### src/design/flowCfgPkg.sv
// Structural defaults for the flow mux subsystem.
// The top level takes its parameter defaults from here, and the
// testbench uses the same values to size its DUT and checkers.

package flowCfgPkg;

  // --------------------------------------------------
  // Subsystem shape
  // --------------------------------------------------

  // Producer flows merged onto the single consumer stream
  localparam int DefaultNumFlows = 4;

  // Entries in each per-flow input queue
  localparam int DefaultFifoDepth = 4;

  // Upper bound on flows, sets the width of the flow index
  localparam int MaxNumFlows = 4;

endpackage : flowCfgPkg

### src/design/flowTypesPkg.sv
// Data types carried through the flow mux subsystem.
// Producers send dataWordT, and the output stage carries taggedWordT,
// which pairs each word with the index of the flow it came from.

package flowTypesPkg;

  import flowCfgPkg::*;

  // --------------------------------------------------
  // Payload and index types
  // --------------------------------------------------

  // One producer payload word
  typedef logic [15:0] dataWordT;

  // Flow index sized for the largest supported flow count
  typedef logic [$clog2(MaxNumFlows)-1:0] flowIdT;

  // Word as seen by the consumer
  // Flow index sits in the upper bits
  typedef struct packed {
    flowIdT   flowId;
    dataWordT data;
  } taggedWordT;

endpackage : flowTypesPkg

### src/design/flowFifo.sv
// Per-flow input queue with ready-valid on both sides.
// A circular buffer with read and write pointers and an occupancy count.
// A pushed word reaches the head one edge later, there is no bypass path.
// pushReady stays high while the queue has a free entry.

`timescale 1ns/1ps

module flowFifo import flowTypesPkg::*; #(
  parameter type PayloadT = dataWordT,
  parameter int  Depth    = 4
) (
  input  logic    clk,
  input  logic    arstN,
  input  logic    pushValid,
  output logic    pushReady,
  input  PayloadT pushData,
  output logic    popValid,
  input  logic    popReady,
  output PayloadT popData
);

  localparam int PtrW   = (Depth > 1) ? $clog2(Depth) : 1;
  localparam int CountW = $clog2(Depth + 1);

  // --------------------------------------------------
  // Storage and pointers
  // --------------------------------------------------
  PayloadT             mem [Depth];
  logic [PtrW-1:0]     wrPtr;
  logic [PtrW-1:0]     rdPtr;
  logic [CountW-1:0]   count;
  logic                push;
  logic                pop;

  // Full when every entry holds a word
  assign pushReady = (count != CountW'(Depth));
  assign popValid  = (count != '0);
  assign popData   = mem[rdPtr];

  assign push = pushValid && pushReady;
  assign pop  = popValid && popReady;

  // Payload store, written only on an accepted push
  always_ff @(posedge clk) begin
    if (push) begin
      mem[wrPtr] <= pushData;
    end
  end

  // Pointer and occupancy control
  always_ff @(posedge clk or negedge arstN) begin
    if (!arstN) begin
      wrPtr <= '0;
      rdPtr <= '0;
      count <= '0;
    end else begin
      if (push) begin
        // Wrap by compare so any Depth works
        wrPtr <= (wrPtr == PtrW'(Depth - 1)) ? '0 : wrPtr + PtrW'(1);
      end
      if (pop) begin
        rdPtr <= (rdPtr == PtrW'(Depth - 1)) ? '0 : rdPtr + PtrW'(1);
      end
      case ({push, pop})
        2'b10:   count <= count + CountW'(1);
        2'b01:   count <= count - CountW'(1);
        default: count <= count;
      endcase
    end
  end

  // --------------------------------------------------
  // Checks
  // --------------------------------------------------

  // Producer must hold its word while the queue is full
  pushDataStableA: assert property (@(posedge clk) disable iff (!arstN)
    pushValid && !pushReady |=> pushValid && $stable(pushData));

  // Occupancy never runs past the number of entries
  countInRangeA: assert property (@(posedge clk) disable iff (!arstN)
    count <= CountW'(Depth));

endmodule : flowFifo

### src/design/flowMuxSelect.sv
// Ready-valid mux steered by an explicit binary select.
// Purely combinational. The selected flow's valid and data pass through,
// and popReady is returned to that flow only.
// popValid and popData may change under stall when select moves, so the
// pop side does not follow the usual stability rule.
// clk and arstN are used by the checks alone.

`timescale 1ns/1ps

module flowMuxSelect import flowTypesPkg::*; #(
  parameter int NumFlows = 4
) (
  input  logic                          clk,
  input  logic                          arstN,
  input  flowIdT                        select,
  input  logic     [NumFlows-1:0]       pushValid,
  output logic     [NumFlows-1:0]       pushReady,
  input  dataWordT [NumFlows-1:0]       pushData,
  input  logic                          popReady,
  output logic                          popValid,
  output dataWordT                      popData
);

  // --------------------------------------------------
  // Forward path
  // --------------------------------------------------
  assign popValid = pushValid[select];
  assign popData  = pushData[select];

  // --------------------------------------------------
  // Return path
  // --------------------------------------------------

  // One-hot ready, only the selected flow sees it
  always_comb begin
    for (int i = 0; i < NumFlows; i++) begin
      pushReady[i] = popReady && (select == flowIdT'(i));
    end
  end

  // --------------------------------------------------
  // Checks
  // --------------------------------------------------

  // Select must name an existing flow
  selectInRangeA: assert property (@(posedge clk) disable iff (!arstN)
    select <= flowIdT'(NumFlows - 1));

  // Queues hold valid under stall, so a drop of popValid while
  // stalled can only come from the scheduler moving select
  validFallNeedsSelectA: assert property (@(posedge clk) disable iff (!arstN)
    popValid && !popReady ##1 !popValid |-> $changed(select));

endmodule : flowMuxSelect

### src/design/flowMuxTop.sv
// Top level of the flow mux subsystem.
// Per-flow queues feed a select mux steered by a round-robin scheduler,
// and a skid buffer registers each word with its flow index.
// Input to outValid takes at least two edges, more when the select
// pointer is elsewhere. Per-flow order is kept end to end.

`timescale 1ns/1ps

module flowMuxTop import flowCfgPkg::*; import flowTypesPkg::*; #(
  parameter int NumFlows  = DefaultNumFlows,
  parameter int FifoDepth = DefaultFifoDepth
) (
  input  logic                    clk,
  input  logic                    arstN,
  input  logic     [NumFlows-1:0] inValid,
  output logic     [NumFlows-1:0] inReady,
  input  dataWordT [NumFlows-1:0] inData,
  output logic                    outValid,
  input  logic                    outReady,
  output dataWordT                outData,
  output flowIdT                  outFlowId
);

  // --------------------------------------------------
  // Internal links
  // --------------------------------------------------
  logic     [NumFlows-1:0] qValid;
  logic     [NumFlows-1:0] qReady;
  dataWordT [NumFlows-1:0] qData;
  flowIdT                  select;
  logic                    muxValid;
  logic                    muxReady;
  dataWordT                muxData;
  taggedWordT              skidIn;
  taggedWordT              skidOut;

  // Input side, one queue per producer
  for (genvar i = 0; i < NumFlows; i++) begin : genQueue
    flowFifo #(
      .PayloadT(dataWordT),
      .Depth   (FifoDepth)
    ) queue0 (
      .clk      (clk),
      .arstN    (arstN),
      .pushValid(inValid[i]),
      .pushReady(inReady[i]),
      .pushData (inData[i]),
      .popValid (qValid[i]),
      .popReady (qReady[i]),
      .popData  (qData[i])
    );
  end

  // Scheduler sees a transfer only when the mux handshake completes
  flowSelectScheduler #(.NumFlows(NumFlows)) sched0 (
    .clk      (clk),
    .arstN    (arstN),
    .flowValid(qValid),
    .xferDone (muxValid && muxReady),
    .select   (select)
  );

  flowMuxSelect #(.NumFlows(NumFlows)) mux0 (
    .clk      (clk),
    .arstN    (arstN),
    .select   (select),
    .pushValid(qValid),
    .pushReady(qReady),
    .pushData (qData),
    .popReady (muxReady),
    .popValid (muxValid),
    .popData  (muxData)
  );

  // Tag each word with the flow that select names this cycle
  assign skidIn = '{flowId: select, data: muxData};

  // Output side
  flowSkidBuffer #(.PayloadT(taggedWordT)) skid0 (
    .clk     (clk),
    .arstN   (arstN),
    .inValid (muxValid),
    .inReady (muxReady),
    .inData  (skidIn),
    .outValid(outValid),
    .outReady(outReady),
    .outData (skidOut)
  );

  assign outFlowId = skidOut.flowId;
  assign outData   = skidOut.data;

endmodule : flowMuxTop

### src/design/flowSelectScheduler.sv
// Round-robin owner of the mux select.
// The pointer moves on by one flow after a transfer through the mux,
// and also after any cycle where the flow it points at had nothing to send.
// While the selected flow is valid but stalled, the pointer holds.

`timescale 1ns/1ps

module flowSelectScheduler import flowTypesPkg::*; #(
  parameter int NumFlows = 4
) (
  input  logic                clk,
  input  logic                arstN,
  input  logic [NumFlows-1:0] flowValid,
  input  logic                xferDone,
  output flowIdT              select
);

  // --------------------------------------------------
  // Advance rule
  // --------------------------------------------------
  logic   advance;
  flowIdT nextSelect;

  // Move on after a word went through or the flow was idle
  assign advance = xferDone || !flowValid[select];

  // Wrap at NumFlows, which need not be a power of two
  always_comb begin
    if (select == flowIdT'(NumFlows - 1)) begin
      nextSelect = '0;
    end else begin
      nextSelect = select + flowIdT'(1);
    end
  end

  // --------------------------------------------------
  // Pointer register
  // --------------------------------------------------
  always_ff @(posedge clk or negedge arstN) begin
    if (!arstN) begin
      select <= '0;
    end else if (advance) begin
      select <= nextSelect;
    end
  end

  // --------------------------------------------------
  // Checks
  // --------------------------------------------------

  // Pointer only ever names an existing flow
  selectInRangeA: assert property (@(posedge clk) disable iff (!arstN)
    select < flowIdT'(NumFlows - 1) || select == flowIdT'(NumFlows - 1));

endmodule : flowSelectScheduler

### src/design/flowSkidBuffer.sv
// Two-entry output register for the merged stream.
// A main register drives the consumer, and a skid register catches the
// word that was in flight when back-pressure arrived.
// inReady is a register output, so outReady never reaches the mux
// combinationally. Full throughput while outReady stays high.

`timescale 1ns/1ps

module flowSkidBuffer import flowTypesPkg::*; #(
  parameter type PayloadT = taggedWordT
) (
  input  logic    clk,
  input  logic    arstN,
  input  logic    inValid,
  output logic    inReady,
  input  PayloadT inData,
  output logic    outValid,
  input  logic    outReady,
  output PayloadT outData
);

  // --------------------------------------------------
  // State
  // --------------------------------------------------
  logic    mainValid;
  logic    skidValid;
  PayloadT mainData;
  PayloadT skidData;
  logic    push;
  logic    pop;
  logic    loadMainFromIn;
  logic    loadSkid;
  logic    loadMainFromSkid;

  // Room as long as the skid entry is free
  assign inReady  = !skidValid;
  assign outValid = mainValid;
  assign outData  = mainData;

  assign push = inValid && inReady;
  assign pop  = mainValid && outReady;

  // Where an arriving or parked word goes this cycle
  assign loadMainFromSkid = skidValid && pop;
  assign loadMainFromIn   = push && (!mainValid || pop);
  assign loadSkid         = push && mainValid && !pop;

  // --------------------------------------------------
  // Control
  // --------------------------------------------------
  always_ff @(posedge clk or negedge arstN) begin
    if (!arstN) begin
      mainValid <= 1'b0;
      skidValid <= 1'b0;
    end else begin
      if (loadMainFromSkid || loadMainFromIn) begin
        mainValid <= 1'b1;
      end else if (pop) begin
        mainValid <= 1'b0;
      end
      // Skid fills on a stalled push and drains into main on a pop
      if (loadSkid) begin
        skidValid <= 1'b1;
      end else if (loadMainFromSkid) begin
        skidValid <= 1'b0;
      end
    end
  end

  // --------------------------------------------------
  // Payload
  // --------------------------------------------------
  always_ff @(posedge clk) begin
    if (loadMainFromSkid) begin
      mainData <= skidData;
    end else if (loadMainFromIn) begin
      mainData <= inData;
    end
    if (loadSkid) begin
      skidData <= inData;
    end
  end

  // Consumer sees a steady word until it takes it
  outHoldA: assert property (@(posedge clk) disable iff (!arstN)
    outValid && !outReady |=> outValid && $stable(outData));

endmodule : flowSkidBuffer

### config.mk
export PLATFORM = sky130hd
export DESIGN_NAME = flowMuxTop
export DESIGN_NICKNAME = d
export VERILOG_FILES = /design/src/design/flowCfgPkg.sv /design/src/design/flowTypesPkg.sv /design/src/design/flowFifo.sv /design/src/design/flowMuxSelect.sv /design/src/design/flowMuxTop.sv /design/src/design/flowSelectScheduler.sv /design/src/design/flowSkidBuffer.sv
export SDC_FILE = /design/constraint.sdc
export NUM_CORES = 1
export LEC_CHECK = 0
export BUFFER_PORTS_ARGS = -buffer_cell sky130_fd_sc_hd__buf_2
export CAP_MARGIN = 15
export CORE_MARGIN = 1.5
export CORE_UTILIZATION = 30
export DETAILED_ROUTE_END_ITERATION = 16
export SYNTH_ARGS = -nofsm -noshare
export SYNTH_HDL_FRONTEND = slang
export SYNTH_SLANG_ARGS = --single-unit
### constraint.sdc
create_clock -name clk -period 2.9 [get_ports clk]
set_input_delay 0.435 -clock clk [delete_from_list [all_inputs] [get_ports clk]]
set_output_delay 0.435 -clock clk [all_outputs]
set_load 0.02 [all_outputs]
==> results.cfg <==
[status]
status = complete, but fails checks
violations = negative hold slack

[clock_tree]
post-cts-setup-buffer-count = 0
cts_resized = 0
numCtsBuffers = 35
cts.sinks = 324
cts.clk_slew.worst_paths_ns = 0.06
cts_tree = done
cts_max_path_buffers = 3
clkLatencyLatePin_ns = 0.52
htree_levels = 2
hold_buffers = 0
cts-root-buf = clkbuf_16

[yosys]
yosysMostFrequentCell = edfxtp_1
synth_nets = 885
synthArstFlopShare_pct = 9.88
yosys.area.top_type = edfxtp_1
synth_warnings = 0
postSynthAreaPerCell_um2 = 17.1
synth_ff_type = edfxtp_1
yosys.cell_types.count = 44
syn_inst = 782
ys_seq_area_share_pct = 71.7
ys_ff_latch = 324
synth_edf_count = 292
synth_area_um2 = 13300
synth_commonest_cells = 292 x edfxtp_1, 130 x mux2i_1, 40 x a22oi_1, 33 x and3_1, 32 x dfrtp_1
ys_top_cells_by_area = edfxtp_1 66%, mux2i_1 9.7%, dfrtp_1 6.0%
yosysTopAreaCellShare_pct = 65.7

[worst_setup_path]
end_kind = register
cp.arrival_ns = 2.54
crit_path_start_kind = register
critPathMaxFanout = 18
path_cells = or3_4, mux4_2, and2_4, and3b_1
slowest_stage = mux4_2
critical_path_class = register to register
critical-path-max-stage-delay_ns = 0.51
cp.required_ns = 3.01

[timing]
holdWs_ns = -0.00961
setup_viol = 0
slew_viol_final = 0
finalHoldViolCount = 3
fin_ws_ns = 0.470
rsz0062_at_grt = no
min_period_over_period_pct = 83.8
clock.fmax_ghz = 0.411
setup_tns_ns = 0
max_slew_margin_pct = 31.8
period_needed_ns = 2.43
tightest_slew_ns = 1.02
clock_skew_ns = 0.0183

[floorplanning]
pin_count = 94
rows = 77
chipWidth_um = 214
start_util_pct = 30.3
die_h_um = 214
dieArea_um2 = 45800
fp.coreArea_um2 = 44000

[grt]
grt_overflow = 0
antenna_found_initial = 3
grt_usage_pct = 13.3
grt_pass1_vias = 7052
grt_pass1_wl_um = 45200
grt_max_degree = 33

[cells_and_area]
fin_util_pct = 35.6
area_growth_pct = 17.3
antenna_cells = 0
drive_above_1_share_pct = 22.1
nets = 1007
final_area_um2 = 15700

[placed_design]
dpl.hpwl_um = 21700
pre_cts_ws_ns = 0.481
numPortBuffers = 93
place.gp.congestion = 0.805
dpl-instance-area_um2 = 14600

[job]
drv_cap = 0

[power]
total_power_mw = 16.7
power_density_nw_per_um2 = 1070
ir_worst_vdd_v = 0.000744
leakage_nw = 5.89

[routing]
wirelength_um = 30600
avgRoutedWirePerCell_um = 20.1
vias = 7125
drtPass1Iterations = 5
drc = 0
detail-route-antenna-nets = 0
viasPerCell = 4.69
first_iter_violations = 652

[min_path]
hp-class = input port to async pin
==> registers in the layout (all words and copies together) (netlist names) <==
name / cells
genQueue.queue0.mem: 256
skid0.outData: 18
skid0.skidData: 18
genQueue.queue0.count: 12
genQueue.queue0.rdPtr: 8
genQueue.queue0.wrPtr: 8
sched0.select: 2
skid0.outValid: 1
skid0.skidValid: 1
==> area by class of cell <==
cell class / count / area (um^2)
well taps: 592 / 741
multi-input cells: 394 / 3470
repair buffers: 122 / 708
flip-flops and latches: 324 / 9570
clock buffers: 44 / 941
inverters: 27 / 101
clock inverters: 17 / 123
fillers: 4204 / 28400
==> per-layer routing <==
layer / vias to the layer above / share of wire (%) / global-route usage (%)
met3: 37 / 6.2 / 2.97
met5: - / 0.042 / 0
li1: 3302 / - / -
met4: 2 / 1.4 / 2.74
met1: 3583 / 43 / 17.6
met2: 201 / 49 / 22.5
==> metrics by stage <==
stage               hold slack (ns)  std cells
finish                     -0.00961       1520
detailed placement            0.478       1459
global placement              0.473       1459
global route                 0.0479       1520
CTS                          0.0220       1520
floorplan                     0.139        782
==> logic make-up after synthesis <==
family                   synth area share (%)
AO/OA/AOI/OAI                            5.76
XOR/XNOR                                0.787
adder cells (fa/ha/maj)                  3.22
buffers and inverters                    2.32
flip-flops                               71.7
multiplexers                             11.4
AND/OR/NAND/NOR                          4.86
==> placed cells by master (no fill, tap or decap), types with 17 or more instances in the layout <==
| cell | count |
|---|---|
| dfrtp_1 | 29 |
| buf_4 | 27 |
| nand2_1 | 19 |
| mux2_2 | 17 |
| and3_1 | 33 |
| mux2i_1 | 130 |
| edfxtp_1 | 292 |
| inv_1 | 26 |
| clkbuf_16 | 36 |
| buf_2 | 93 |
| ha_1 | 28 |
| nor2_1 | 17 |
| a22oi_1 | 40 |
==> final timing paths <==
| check | cells after the start | to | slack, ns | from |
|---|---|---|---|---|
| setup / recovery | 4 | skid0.skidData[11]$_DFFE_PP_ | 0.47 | genQueue[3].queue0.count[0]$_DFFE_PN0P_ |
| min in group clk | 1 | genQueue[2].queue0.mem[0][5]$_DFFE_PP_ | 0.13 | inData[37] |
| hold reg to reg | 1 | genQueue[1].queue0.count[2]$_DFFE_PN0P_ | 0.49 | genQueue[1].queue0.count[2]$_DFFE_PN0P_ |
| setup reg to reg | 4 | skid0.skidData[11]$_DFFE_PP_ | 0.47 | genQueue[3].queue0.count[0]$_DFFE_PN0P_ |
| max in group asynchronous | 1 | genQueue[3].queue0.rdPtr[1]$_DFFE_PN0P_ | 2.37 | arstN |
| hold / removal | 1 | genQueue[3].queue0.wrPtr[0]$_DFFE_PN0P_ | -0.01 | arstN |
==> report_power, final <==
group	leakage, nW	switching [mW]	internal (mW)
logic	2.32	3.12	2.16
clock network	0.519	1.75	2.39
registers	3.06	0.677	6.60
total	5.89	5.54	11.2
==> worst max-delay path, delay by kind of cell (launching register included) <==
kind,cells,cell delay [ns]
flip-flops,1,0.40
AND/OR/NAND/NOR,3,1.11
multiplexers,1,0.51
(Power assumes the default switching activity.)
